--- src/verilog/scc_bus_pkg.sv ---
`default_nettype none

package scc_bus_pkg;

    localparam int ADDR_W = 8;
    localparam int DATA_W = 8;

    ////////////////////////////////////////
    // Address regions, upper three bits

    // Wavetables at 0x00, 0x20 and 0x40
    localparam logic [2:0] REGION_WAVE0 = 3'd0;
    localparam logic [2:0] REGION_WAVE1 = 3'd1;
    localparam logic [2:0] REGION_WAVE2 = 3'd2;

    // Register block at 0x80
    localparam logic [2:0] REGION_CTRL  = 3'd4;

    ////////////////////////////////////////
    // Selects inside the register block

    // Voice n adds 2n to the frequency selects and n to the volume select
    localparam logic [3:0] SEL_FREQ_LO  = 4'h0;
    localparam logic [3:0] SEL_FREQ_HI  = 4'h1;
    localparam logic [3:0] SEL_VOL      = 4'hA;
    localparam logic [3:0] SEL_MUTE     = 4'hF;

    // One address byte, seen as a table slot or as a register select
    typedef union packed {
        struct packed {
            logic [2:0]        region;
            logic [ADDR_W-4:0] index;
        } wave;
        struct packed {
            logic [2:0]        region;
            logic              unused;
            logic [ADDR_W-5:0] sel;
        } regs;
    } scc_addr_t;

endpackage

`default_nettype wire

--- src/verilog/scc_voice_pkg.sv ---
`default_nettype none

package scc_voice_pkg;

    ////////////////////////////////////////
    // Voice and wavetable sizes

    localparam int NUM_VOICES = 3;
    localparam int WAVE_DEPTH = 32;
    localparam int IDX_W      = 5;

    ////////////////////////////////////////
    // Datapath widths

    // Signed two's complement sample
    localparam int SAMPLE_W   = 8;
    localparam int VOL_W      = 4;

    // Reload value of the period counter
    localparam int PERIOD_W   = 12;

    // Three scaled samples, each within -120..119
    localparam int MIX_W      = 10;

endpackage

`default_nettype wire

--- src/verilog/scc_mixer.sv ---
`default_nettype none

module scc_mixer (
    input  logic                                                           emuclk,
    input  logic                                                           rst_n,
    input  logic [scc_voice_pkg::NUM_VOICES-1:0][scc_voice_pkg::SAMPLE_W-1:0] i_scaled,
    input  logic [scc_voice_pkg::NUM_VOICES-1:0][scc_voice_pkg::SAMPLE_W-1:0] i_cpu_q,
    input  logic [scc_voice_pkg::NUM_VOICES:0]                             i_rd_sel,
    output logic signed [scc_voice_pkg::MIX_W-1:0]                         o_sound,
    output logic [scc_bus_pkg::DATA_W-1:0]                                 o_db
);

    import scc_bus_pkg::*;
    import scc_voice_pkg::*;

    logic signed [MIX_W-1:0] sum;
    logic [DATA_W-1:0]       rd_byte;

    ////////////////////////////////////////
    // Voice sum

    always_comb begin
        sum = '0;
        for (int v = 0; v < NUM_VOICES; v++) begin
            sum = sum + {{(MIX_W - SAMPLE_W){i_scaled[v][SAMPLE_W-1]}}, i_scaled[v]};
        end
    end

    ////////////////////////////////////////
    // Readback byte

    // Select is one-hot over the voices
    always_comb begin
        rd_byte = '0;
        for (int v = 0; v < NUM_VOICES; v++) begin
            if (i_rd_sel[v]) begin
                rd_byte = i_cpu_q[v];
            end
        end
    end

    always_ff @(posedge emuclk or negedge rst_n) begin
        if (!rst_n) begin
            o_sound <= '0;
            o_db    <= '0;
        end else begin
            o_sound <= sum;
            // Holds between reads, a non-wave read gives 0x00
            if (|i_rd_sel) begin
                o_db <= rd_byte;
            end
        end
    end

endmodule

`default_nettype wire

--- src/verilog/scc_player.sv ---
`default_nettype none

module scc_player (
    input  logic                                   emuclk,
    input  logic                                   rst_n,
    input  logic                                   i_wr,
    input  logic                                   i_rd,
    input  scc_bus_pkg::scc_addr_t                 i_addr,
    input  logic [scc_bus_pkg::DATA_W-1:0]         i_data,
    output logic [scc_bus_pkg::DATA_W-1:0]         o_db,
    output logic signed [scc_voice_pkg::MIX_W-1:0] o_sound
);

    import scc_voice_pkg::*;

    logic [NUM_VOICES-1:0]                wave_we;
    logic [IDX_W-1:0]                     wave_idx;
    logic [SAMPLE_W-1:0]                  wave_d;
    logic [NUM_VOICES-1:0]                period_ld;
    logic [NUM_VOICES-1:0][PERIOD_W-1:0]  period;
    logic [NUM_VOICES-1:0][VOL_W-1:0]     vol;
    logic [NUM_VOICES-1:0]                mute_n;
    logic [NUM_VOICES:0]                  rd_sel;
    logic [NUM_VOICES-1:0][SAMPLE_W-1:0]  cpu_q;
    logic [NUM_VOICES-1:0][SAMPLE_W-1:0]  scaled;

    ////////////////////////////////////////
    // CPU port decode

    scc_reg_decode u_reg_decode (
        .emuclk      (emuclk),
        .rst_n       (rst_n),
        .i_wr        (i_wr),
        .i_rd        (i_rd),
        .i_addr      (i_addr),
        .i_data      (i_data),
        .o_wave_we   (wave_we),
        .o_wave_idx  (wave_idx),
        .o_wave_d    (wave_d),
        .o_period_ld (period_ld),
        .o_period    (period),
        .o_vol       (vol),
        .o_mute_n    (mute_n),
        .o_rd_sel    (rd_sel)
    );

    ////////////////////////////////////////
    // Voices

    for (genvar v = 0; v < NUM_VOICES; v++) begin : g_voice
        scc_voice u_voice (
            .emuclk      (emuclk),
            .rst_n       (rst_n),
            .i_wave_we   (wave_we[v]),
            .i_wave_idx  (wave_idx),
            .i_wave_d    (wave_d),
            .i_period_ld (period_ld[v]),
            .i_period    (period[v]),
            .i_vol       (vol[v]),
            .i_mute_n    (mute_n[v]),
            .o_cpu_q     (cpu_q[v]),
            .o_scaled    (scaled[v])
        );
    end

    ////////////////////////////////////////
    // Sum and readback

    scc_mixer u_mixer (
        .emuclk   (emuclk),
        .rst_n    (rst_n),
        .i_scaled (scaled),
        .i_cpu_q  (cpu_q),
        .i_rd_sel (rd_sel),
        .o_sound  (o_sound),
        .o_db     (o_db)
    );

endmodule

`default_nettype wire

--- src/verilog/scc_reg_decode.sv ---
`default_nettype none

module scc_reg_decode (
    input  logic                                                          emuclk,
    input  logic                                                          rst_n,
    input  logic                                                          i_wr,
    input  logic                                                          i_rd,
    input  scc_bus_pkg::scc_addr_t                                        i_addr,
    input  logic [scc_bus_pkg::DATA_W-1:0]                                i_data,
    output logic [scc_voice_pkg::NUM_VOICES-1:0]                          o_wave_we,
    output logic [scc_voice_pkg::IDX_W-1:0]                               o_wave_idx,
    output logic [scc_voice_pkg::SAMPLE_W-1:0]                            o_wave_d,
    output logic [scc_voice_pkg::NUM_VOICES-1:0]                          o_period_ld,
    output logic [scc_voice_pkg::NUM_VOICES-1:0][scc_voice_pkg::PERIOD_W-1:0] o_period,
    output logic [scc_voice_pkg::NUM_VOICES-1:0][scc_voice_pkg::VOL_W-1:0]    o_vol,
    output logic [scc_voice_pkg::NUM_VOICES-1:0]                          o_mute_n,
    output logic [scc_voice_pkg::NUM_VOICES:0]                            o_rd_sel
);

    import scc_bus_pkg::*;
    import scc_voice_pkg::*;

    logic [NUM_VOICES-1:0] wave_hit;
    logic                  ctrl_hit;
    logic [3:0]            sel;
    logic [NUM_VOICES-1:0] freq_lo_wr;
    logic [NUM_VOICES-1:0] freq_hi_wr;
    logic [NUM_VOICES-1:0] vol_wr;
    logic                  mute_wr;
    logic [NUM_VOICES:0]   rd_sel_next;

    ////////////////////////////////////////
    // Address decode

    // Table regions through the wave view
    assign wave_hit[0] = (i_addr.wave.region == REGION_WAVE0);
    assign wave_hit[1] = (i_addr.wave.region == REGION_WAVE1);
    assign wave_hit[2] = (i_addr.wave.region == REGION_WAVE2);

    // Register block through the reg view
    assign ctrl_hit = (i_addr.regs.region == REGION_CTRL);
    assign sel      = i_addr.regs.sel;

    // Table writes land at this edge
    assign o_wave_we  = wave_hit & {NUM_VOICES{i_wr}};
    assign o_wave_idx = i_addr.wave.index;
    assign o_wave_d   = i_data;

    always_comb begin
        for (int v = 0; v < NUM_VOICES; v++) begin
            freq_lo_wr[v] = i_wr && ctrl_hit && (sel == 4'(SEL_FREQ_LO + 2 * v));
            freq_hi_wr[v] = i_wr && ctrl_hit && (sel == 4'(SEL_FREQ_HI + 2 * v));
            vol_wr[v]     = i_wr && ctrl_hit && (sel == 4'(SEL_VOL + v));
        end
    end

    assign mute_wr = i_wr && ctrl_hit && (sel == SEL_MUTE);

    // Top bit marks a read outside all tables
    assign rd_sel_next = {i_rd && !(|wave_hit), wave_hit & {NUM_VOICES{i_rd}}};

    ////////////////////////////////////////
    // Held registers

    always_ff @(posedge emuclk or negedge rst_n) begin
        if (!rst_n) begin
            o_period    <= '0;
            o_vol       <= '0;
            o_mute_n    <= '0;
            o_period_ld <= '0;
            o_rd_sel    <= '0;
        end else begin
            // Counter reload one cycle on, once the new period is held
            o_period_ld <= freq_lo_wr | freq_hi_wr;
            // Lines up with the registered RAM read
            o_rd_sel    <= rd_sel_next;

            for (int v = 0; v < NUM_VOICES; v++) begin
                if (freq_lo_wr[v]) begin
                    o_period[v][DATA_W-1:0] <= i_data;
                end
                if (freq_hi_wr[v]) begin
                    o_period[v][PERIOD_W-1:DATA_W] <= i_data[PERIOD_W-DATA_W-1:0];
                end
                if (vol_wr[v]) begin
                    o_vol[v] <= i_data[VOL_W-1:0];
                end
            end

            if (mute_wr) begin
                o_mute_n <= i_data[NUM_VOICES-1:0];
            end
        end
    end

endmodule

`default_nettype wire

--- src/verilog/scc_voice.sv ---
`default_nettype none

module scc_voice (
    input  logic                                      emuclk,
    input  logic                                      rst_n,
    input  logic                                      i_wave_we,
    input  logic [scc_voice_pkg::IDX_W-1:0]           i_wave_idx,
    input  logic [scc_voice_pkg::SAMPLE_W-1:0]        i_wave_d,
    input  logic                                      i_period_ld,
    input  logic [scc_voice_pkg::PERIOD_W-1:0]        i_period,
    input  logic [scc_voice_pkg::VOL_W-1:0]           i_vol,
    input  logic                                      i_mute_n,
    output logic [scc_voice_pkg::SAMPLE_W-1:0]        o_cpu_q,
    output logic signed [scc_voice_pkg::SAMPLE_W-1:0] o_scaled
);

    import scc_voice_pkg::*;

    logic [PERIOD_W-1:0]             cnt;
    logic [IDX_W-1:0]                idx;
    logic [SAMPLE_W-1:0]             play_q;
    logic signed [SAMPLE_W+VOL_W:0]  product;
    logic signed [SAMPLE_W+VOL_W:0]  shifted;

    ////////////////////////////////////////
    // Period counter and wave index

    // One index step every period + 1 cycles
    always_ff @(posedge emuclk or negedge rst_n) begin
        if (!rst_n) begin
            cnt <= '0;
            idx <= '0;
        end else if (i_period_ld) begin
            // Frequency write restarts the count, index untouched
            cnt <= i_period;
        end else if (cnt == '0) begin
            cnt <= i_period;
            idx <= idx + 1'b1;
        end else begin
            cnt <= cnt - 1'b1;
        end
    end

    ////////////////////////////////////////
    // Wavetable

    scc_wave_ram u_wave_ram (
        .emuclk     (emuclk),
        .i_we       (i_wave_we),
        .i_cpu_idx  (i_wave_idx),
        .i_cpu_d    (i_wave_d),
        .i_play_idx (idx),
        .o_cpu_q    (o_cpu_q),
        .o_play_q   (play_q)
    );

    ////////////////////////////////////////
    // Volume scaling

    // Volume is unsigned, zero-extended before the signed multiply
    always_comb begin
        product = $signed(play_q) * $signed({1'b0, i_vol});
        shifted = product >>> VOL_W;
    end

    // Floor of sample * vol / 16 always fits the sample width
    always_ff @(posedge emuclk or negedge rst_n) begin
        if (!rst_n) begin
            o_scaled <= '0;
        end else if (i_mute_n) begin
            o_scaled <= shifted[SAMPLE_W-1:0];
        end else begin
            o_scaled <= '0;
        end
    end

endmodule

`default_nettype wire

--- src/verilog/scc_wave_ram.sv ---
`default_nettype none

module scc_wave_ram (
    input  logic                                emuclk,
    input  logic                                i_we,
    input  logic [scc_voice_pkg::IDX_W-1:0]     i_cpu_idx,
    input  logic [scc_voice_pkg::SAMPLE_W-1:0]  i_cpu_d,
    input  logic [scc_voice_pkg::IDX_W-1:0]     i_play_idx,
    output logic [scc_voice_pkg::SAMPLE_W-1:0]  o_cpu_q,
    output logic [scc_voice_pkg::SAMPLE_W-1:0]  o_play_q
);

    import scc_voice_pkg::*;

    logic [SAMPLE_W-1:0] mem [WAVE_DEPTH];

    ////////////////////////////////////////
    // CPU port

    // Read returns the old entry during a write
    always_ff @(posedge emuclk) begin
        if (i_we) begin
            mem[i_cpu_idx] <= i_cpu_d;
        end
        o_cpu_q <= mem[i_cpu_idx];
    end

    ////////////////////////////////////////
    // Playback port

    always_ff @(posedge emuclk) begin
        o_play_q <= mem[i_play_idx];
    end

endmodule

`default_nettype wire
--- config.mk ---
export PLATFORM = sky130hd
export DESIGN_NAME = scc_player
export DESIGN_NICKNAME = d
export VERILOG_FILES = /design/src/verilog/scc_bus_pkg.sv /design/src/verilog/scc_voice_pkg.sv /design/src/verilog/scc_mixer.sv /design/src/verilog/scc_player.sv /design/src/verilog/scc_reg_decode.sv /design/src/verilog/scc_voice.sv /design/src/verilog/scc_wave_ram.sv
export SDC_FILE = /design/constraint.sdc
export NUM_CORES = 2
export LEC_CHECK = 0
export ABC_AREA = 1
export BUFFER_PORTS_ARGS = -buffer_cell sky130_fd_sc_hd__buf_2
export CAP_MARGIN = 15
export CORE_MARGIN = 5
export CORE_UTILIZATION = 52
export DETAILED_ROUTE_END_ITERATION = 10
export PLACE_DENSITY = 0.67
export SLEW_MARGIN = 20
export SYNTH_ARGS = -nofsm -noshare
export SYNTH_HDL_FRONTEND = slang
export SYNTH_SLANG_ARGS = --single-unit
--- constraint.sdc ---
create_clock -name emuclk -period 3.95 [get_ports emuclk]
set_input_delay 0.395 -clock emuclk [delete_from_list [all_inputs] [get_ports emuclk]]
set_output_delay 0.395 -clock emuclk [all_outputs]
set_load 0.02 [all_outputs]
* Word-level counts from Yosys, hierarchy flattened
Memory sizes are Yosys's and may differ from the RTL's. A register that Yosys moved wholly into a read port is not among the register bits.
Cells that the tools add are included.
** Storage, ports and cells
- Output and inout port bits :: 18
- Logic and storage cells :: 96
- Bits in writable memories :: 768
- Register bits :: 151
- Memories :: 3
- Bits in read-only memories :: 0
- Bits in latches :: 0
- Input port bits :: 20
** Memory list
- g_voice[0].u_voice.u_wave_ram.mem :: words 32, bits a word 8, read ports 2, clocked after memory_dff 2, wr ports 1, line scc_wave_ram.sv:15 : logic [SAMPLE_W-1:0] mem [WAVE_DEPTH];
- g_voice[1].u_voice.u_wave_ram.mem :: words 32, bits a word 8, read ports 2, clocked after memory_dff 2, wr ports 1, line scc_wave_ram.sv:15
- g_voice[2].u_voice.u_wave_ram.mem :: words 32, bits a word 8, read ports 2, clocked after memory_dff 2, wr ports 1, line scc_wave_ram.sv:15
** Cells by class
- Reduce and logical (&&, ||, !) cells :: 23
- Order comparisons :: 0
- Add/subtract/negate cells :: 8
- Shifts and indexed selects :: 0
- Eq/ne operators :: 12
- Divide/modulo/power cells :: 0
- Multipliers :: 3
- Bitwise operators :: 6
- Mux-type cells :: 18
** Operator list (number)
- 12-bit 2-to-1 mux :: 6
- 8-bit 2-to-1 mux :: 6
- 12-bit logical NOT :: 3
- 8-bit by 5-bit multiplier with 12-bit output :: 3
- 12-bit by 1-bit subtractor with 12-bit output, second input constant :: 3
- 4-bit == test, second input constant :: 4
- 5-bit by 1-bit adder with 5-bit output, second input constant :: 3
- 1-bit logical AND :: 12
- 10-bit adder :: 1
- 8-bit by 8-bit adder with 9-bit output :: 1
- 4-bit by 2-bit == test with 1-bit output, second input constant :: 2
- 4-bit by 3-bit == test with 1-bit output, second input constant :: 2
- 3-bit bitwise AND :: 2
- 1-bit 2-to-1 mux :: 6
- 2-bit AND reduction :: 3
- 4-bit by 1-bit == test with 1-bit output, second input constant :: 1
- 4-bit logical NOT :: 1
- 4-bit OR reduction :: 1
- 3-bit by 1-bit == test with 1-bit output, second input constant :: 1
- 3-bit by 2-bit == test with 1-bit output, second input constant :: 1
- 3-bit == test, second input constant :: 1
- 3-bit logical NOT :: 1
- 1-bit inverter :: 3
- 3-bit bitwise OR :: 1
- 2 further kinds :: 2

* Depth between registers and ports, before layout
- Word-level depth :: 4
- Depth in mapped cells :: 17
- Gate-level depth less buffers :: 16

* Modules after synthesis
Synthesis repeated with hierarchy kept, for this count alone.
** Unflattened totals
- Cells, all modules :: 5643
- Area total of the unflattened synthesis :: 50013.0 um^2
** By module, submodules not included
- scc_wave_ram :: cells each 1414, area an instance 12977.4 um^2, times used 3, sequential area each 8007.7 um^2
- scc_voice at g_voice[0].u_voice ... :: cells each 318, area an instance 2408.6 um^2, times used 2, sequential area each 625.6 um^2
- scc_reg_decode :: cells each 288, area an instance 2521.2 um^2, times used 1, sequential area each 1451.4 um^2
- scc_voice at g_voice[2].u_voice :: cells each 321, area an instance 2443.6 um^2, times used 1, sequential area each 625.6 um^2
- scc_mixer :: cells each 156, area an instance 1298.7 um^2, times used 1, sequential area each 450.4 um^2

* Worst setup path before layout
OpenSTA, ideal clock, no wires.
- Kind :: register to register
- Start :: register u_reg_decode.o_vol[11] (netlist name)
- End :: register g_voice[2].u_voice.o_scaled[6] (netlist name)
- Path slack :: 972 ps
- Clock period less this slack :: 2978 ps
- Stages on the path, launching flop included :: 16
- Arrival :: 2859 ps
- Buffers on the path :: 1
- Setup time :: 119 ps
- Data required time :: 3831 ps
- Path through :: dfrtp_1 > clkbuf_1 > nand2_1 > inv_1 > ha_1 > fa_1 > inv_1 > fa_1 > inv_1 > ha_1 > a21oi_1 > o21bai_1 > a21oi_1 > nand3_1 > nand2_1 > nor2_1
** On the way
- Cells in the longest elaborated chain, start to end :: 2
** Ends and longest elaborated chain
- start: declaration :: line scc_reg_decode.sv:15 : output logic [scc_voice_pkg::NUM_VOICES-1:0][scc_voice_pkg::VOL_W-1:0] o_vol,
- start signal: indexed assignment :: line scc_reg_decode.sv:86 : o_vol[v] <= i_data[VOL_W-1:0];
- 8-bit by 5-bit multiplier with 12-bit output :: line scc_voice.sv:62 : product = $signed(play_q) * $signed({1'b0, i_vol});
- 8-bit 2-to-1 mux :: line scc_voice.sv:70 : end else if (i_mute_n) begin
- end signal: assignment :: line scc_voice.sv:71 : o_scaled <= shifted[SAMPLE_W-1:0];
- end: declaration :: line scc_voice.sv:14 : output logic signed [scc_voice_pkg::SAMPLE_W-1:0] o_scaled
No other way between the ends.
A chain may end at the register's enable or synchronous reset.

* Worst setup path in the final report
- Start :: register u_reg_decode.o_vol[7] (netlist name)
- End :: register g_voice[1].u_voice.o_scaled[6] (netlist name)
** On the way
- Cells in the longest elaborated chain, start to end :: 2
** Ends and longest elaborated chain (line)
- 8-bit by 5-bit multiplier with 12-bit output :: scc_voice.sv:62
- 8-bit 2-to-1 mux :: scc_voice.sv:70
- end signal: assignment :: scc_voice.sv:71
- end: declaration :: scc_voice.sv:14
No other way between the ends.

==> out/results.ini <==
[global_routing]
grt_start_max_net_pins=146
grt_pass1_vias=36409
track_usage=0.291
grt_first_pass_wirelength_mm=220
overflow=0
grt_antenna_before_repair=3

[clock_network]
h-tree-depth=3
clk_pin_slew_ps=60
post_cts_resized=0
numClockSinks=967
clockBufferDepth=3
cts-root-buf=clkbuf_16
cts_tree=done
numCtsBuffers=102
insertion_delay_ps=700

[die]
core.rowCount=112
die_h_um=316
coreArea_mm2=0.0930
die_w_um=316
dieArea_mm2=0.0997
start_util=0.523
num_io_pins=38

[drt]
dr.pass1.iters=6
viasPerCell=5.89
first_iter_violations=5025
route.detailed.wl_per_inst_um=22.5
vias=38678
drtAntennaViolNets=0
drc_errors=0
routed_wl_mm=148

[finish]
final_cells=6570
nNetsFinal=5377
fillers=7952
drive_gt1_frac=0.0677
synthToLayoutAreaGrowth_pct=10.7

[timing]
setup-violations-final=0
tns_ps=0
clock_skew_ps=36.7
rsz0062_at_grt=false
period_share=0.801
hold_violations=0
min_period_ps=3160
finalMaxSlewViolations=0
maxSlewHeadroom=0.279
fmax_ghz=0.316
max_slew.worst_pin.slew_ps=1080

[power_and_ir_drop]
power.net_switching_mw=10.0
p_int_mw=19.4
power-per-cell-area_mw_per_mm2=546
ir_drop_mv=0.361
pwr-share-comb=0.256
swShare=0.341
clock_power_share=0.327
power.leakage_nw=22.1
p_seq_frac=0.417

[logic_synthesis]
syn_area_mm2=0.0486
async_flop_share=0.156
synth_seq_cells=967
synth-seq-area-share=0.572
syn_area_per_cell_um2=9.30
yosysMostFrequentCell=nand2_1
yosysTopAreaCell=edfxtp_1
synth.top_cells.by_area=edfxtp_1, nand2_1, dfrtp_1
synth-edff-count=768
ys.flop_type=edfxtp_1
ys_types=39
yosysWarnings=0
synth_nets=5378
synthCells=5228
yosysTopAreaCellShare=0.474
synth_top_cells_by_count=nand2_1, edfxtp_1, nor2_1

[setup_path]
crit_buf_inv=3
start_kind=flop
rrSetupSlack_ps=790
crit_path_frequent_cell=inv_1
path_delay_family=adder cells
cp_data_arrival_time_ps=3720
cp_cell_sequence=nand2_1 -> inv_1 -> ha_1 -> fa_1 -> inv_1 -> fa_1 -> inv_1 -> ha_1 -> a21oi_1 -> o21bai_1 -> a21oi_1 -> nand3_1 -> nand2_1 -> nor2_1
crit_fanout=9
cpMaxStageDelayCell=fa_1
critPathKind=flop to flop
crit_path_end_kind=flop
slowest_delay_ps=490
crit_required_ps=4500

[place]
dp_cells=6371
place_congestion=0.932
post-dp-hpwl_mm=93.6
port_buffers=37

[flow_run]
drv_cap=0

[outcome]
status=finished, final reports clean

[worst_hold_path]
hold_class=primary input to flop

layer usage:
layer | global-route usage | part of all wire | wire length (µm)
met2 | 0.446 | 0.44 | 65300
met5 | 0 | 0.000081 | 12
met1 | 0.408 | 0.40 | 58500
met3 | 0.0587 | 0.12 | 17200
met4 | 0.122 | 0.044 | 6460
registers in the layout, summed over array words and instances (netlist names):
signal and flops:
u_reg_decode.o_mute_n 3, u_reg_decode.o_period 36, u_mixer.o_db 8, g_voice.u_voice.u_wave_ram.mem 768, u_reg_decode.o_rd_sel 4, g_voice.u_voice.idx 15
g_voice.u_voice.u_wave_ram.o_play_q 24, g_voice.u_voice.o_scaled 24, g_voice.u_voice.cnt 36, u_reg_decode.o_vol 12, u_reg_decode.o_period_ld 3, u_mixer.o_sound 10
g_voice.u_voice.u_wave_ram.o_cpu_q 24
logic make-up (layout without fill, tap and decap cells):
family | Yosys count | after routing | synth area share
compound gates | 1236 | 1236 | 0.147
simple gates | 1965 | 1965 | 0.159
fa+ha+maj | 130 | 130 | 0.0407
flops | 967 | 967 | 0.572
mux | 1 | 1 | 0.000206
other cells | 0 | 2 | 0
xor+xnor | 58 | 58 | 0.0104
buf+inv | 871 | 957 | 0.0705
metrics by stage:
step                      utilization  area (µm²)  hold slack [ps]  power [mW]  setup slack [ps]
after floorplan                     -       48600             99.4        17.3               972
after global placement          0.542       50500              450        19.6               860
after detailed placement        0.542       50500              458        19.8               828
after CTS                       0.579       53800             24.4        29.3               796
after global routing            0.579       53800             85.3        30.7               556
final                           0.579       53900             67.1        29.4               787
power groups by stage:
stage	logic, mW	clock network [mW]	registers, mW
after detailed placement	7.32	0	12.5
after CTS	7.36	9.68	12.3
final	7.52	9.61	12.3
after global routing	8.25	10.1	12.3
after global placement	7.17	0	12.4
after floorplan	5.28	0	12.0
worst paths after layout:
kind                                                  end  depth (start not counted)                      start
max                        g_voice[1].u_voice.o_scaled[6]                         14      u_reg_decode.o_vol[7]
min                              u_reg_decode.o_rd_sel[1]                          3                       i_rd
max reg2reg                g_voice[1].u_voice.o_scaled[6]                         14      u_reg_decode.o_vol[7]
min reg2reg                     g_voice[1].u_voice.cnt[5]                          2  u_reg_decode.o_period[17]
max in group asynchronous       g_voice[0].u_voice.cnt[6]                          3                      rst_n
min in group asynchronous       g_voice[2].u_voice.idx[4]                          2                      rst_n
cell type report:
| class | instances | area (µm²) | share of cell area |
|---|---|---|---|
| multi-input combinational | 3390 | 17400 | 0.324 |
| clock inverter | 53 | 523 | 0.00971 |
| tap | 1254 | 1570 | 0.0291 |
| inverter | 576 | 2160 | 0.0401 |
| clock buffer | 138 | 2800 | 0.0520 |
| timing repair buffer | 190 | 1530 | 0.0283 |
| sequential | 967 | 27800 | 0.517 |
| antenna | 2 | 5.00 | 0.0000929 |
worst reg2reg max path, cell delays in order, from the launching register on:
cell and delay, ps:
dfrtp_1 480, nand2_1 100, inv_1 40, ha_1 300, fa_1 480, inv_1 50
fa_1 490, inv_1 40, ha_1 310, a21oi_1 270, o21bai_1 100, a21oi_1 190
nand3_1 110, nand2_1 60, nor2_1 40
timing repair:
item,in CTS,in global routing
setup endpoints to repair,0,0
hold buffers,6,0
buffers inserted,0,0
hold endpoints to repair,72,0
placed cells by master, fill, tap and decap left out, types with 103 or more instances in the layout:
master / netlist / final
a21oi_1: 244 / 244
a22oi_1: 139 / 139
buf_4: 2 / 143
clkbuf_16: 0 / 103
dfrtp_1: 151 / 145
edfxtp_1: 768 / 768
inv_1: 563 / 560
nand2_1: 1127 / 1125
nand3_1: 225 / 225
nor2_1: 575 / 572
o211ai_1: 233 / 233
o21ai_0: 506 / 506
(Power assumes the default switching activity.)
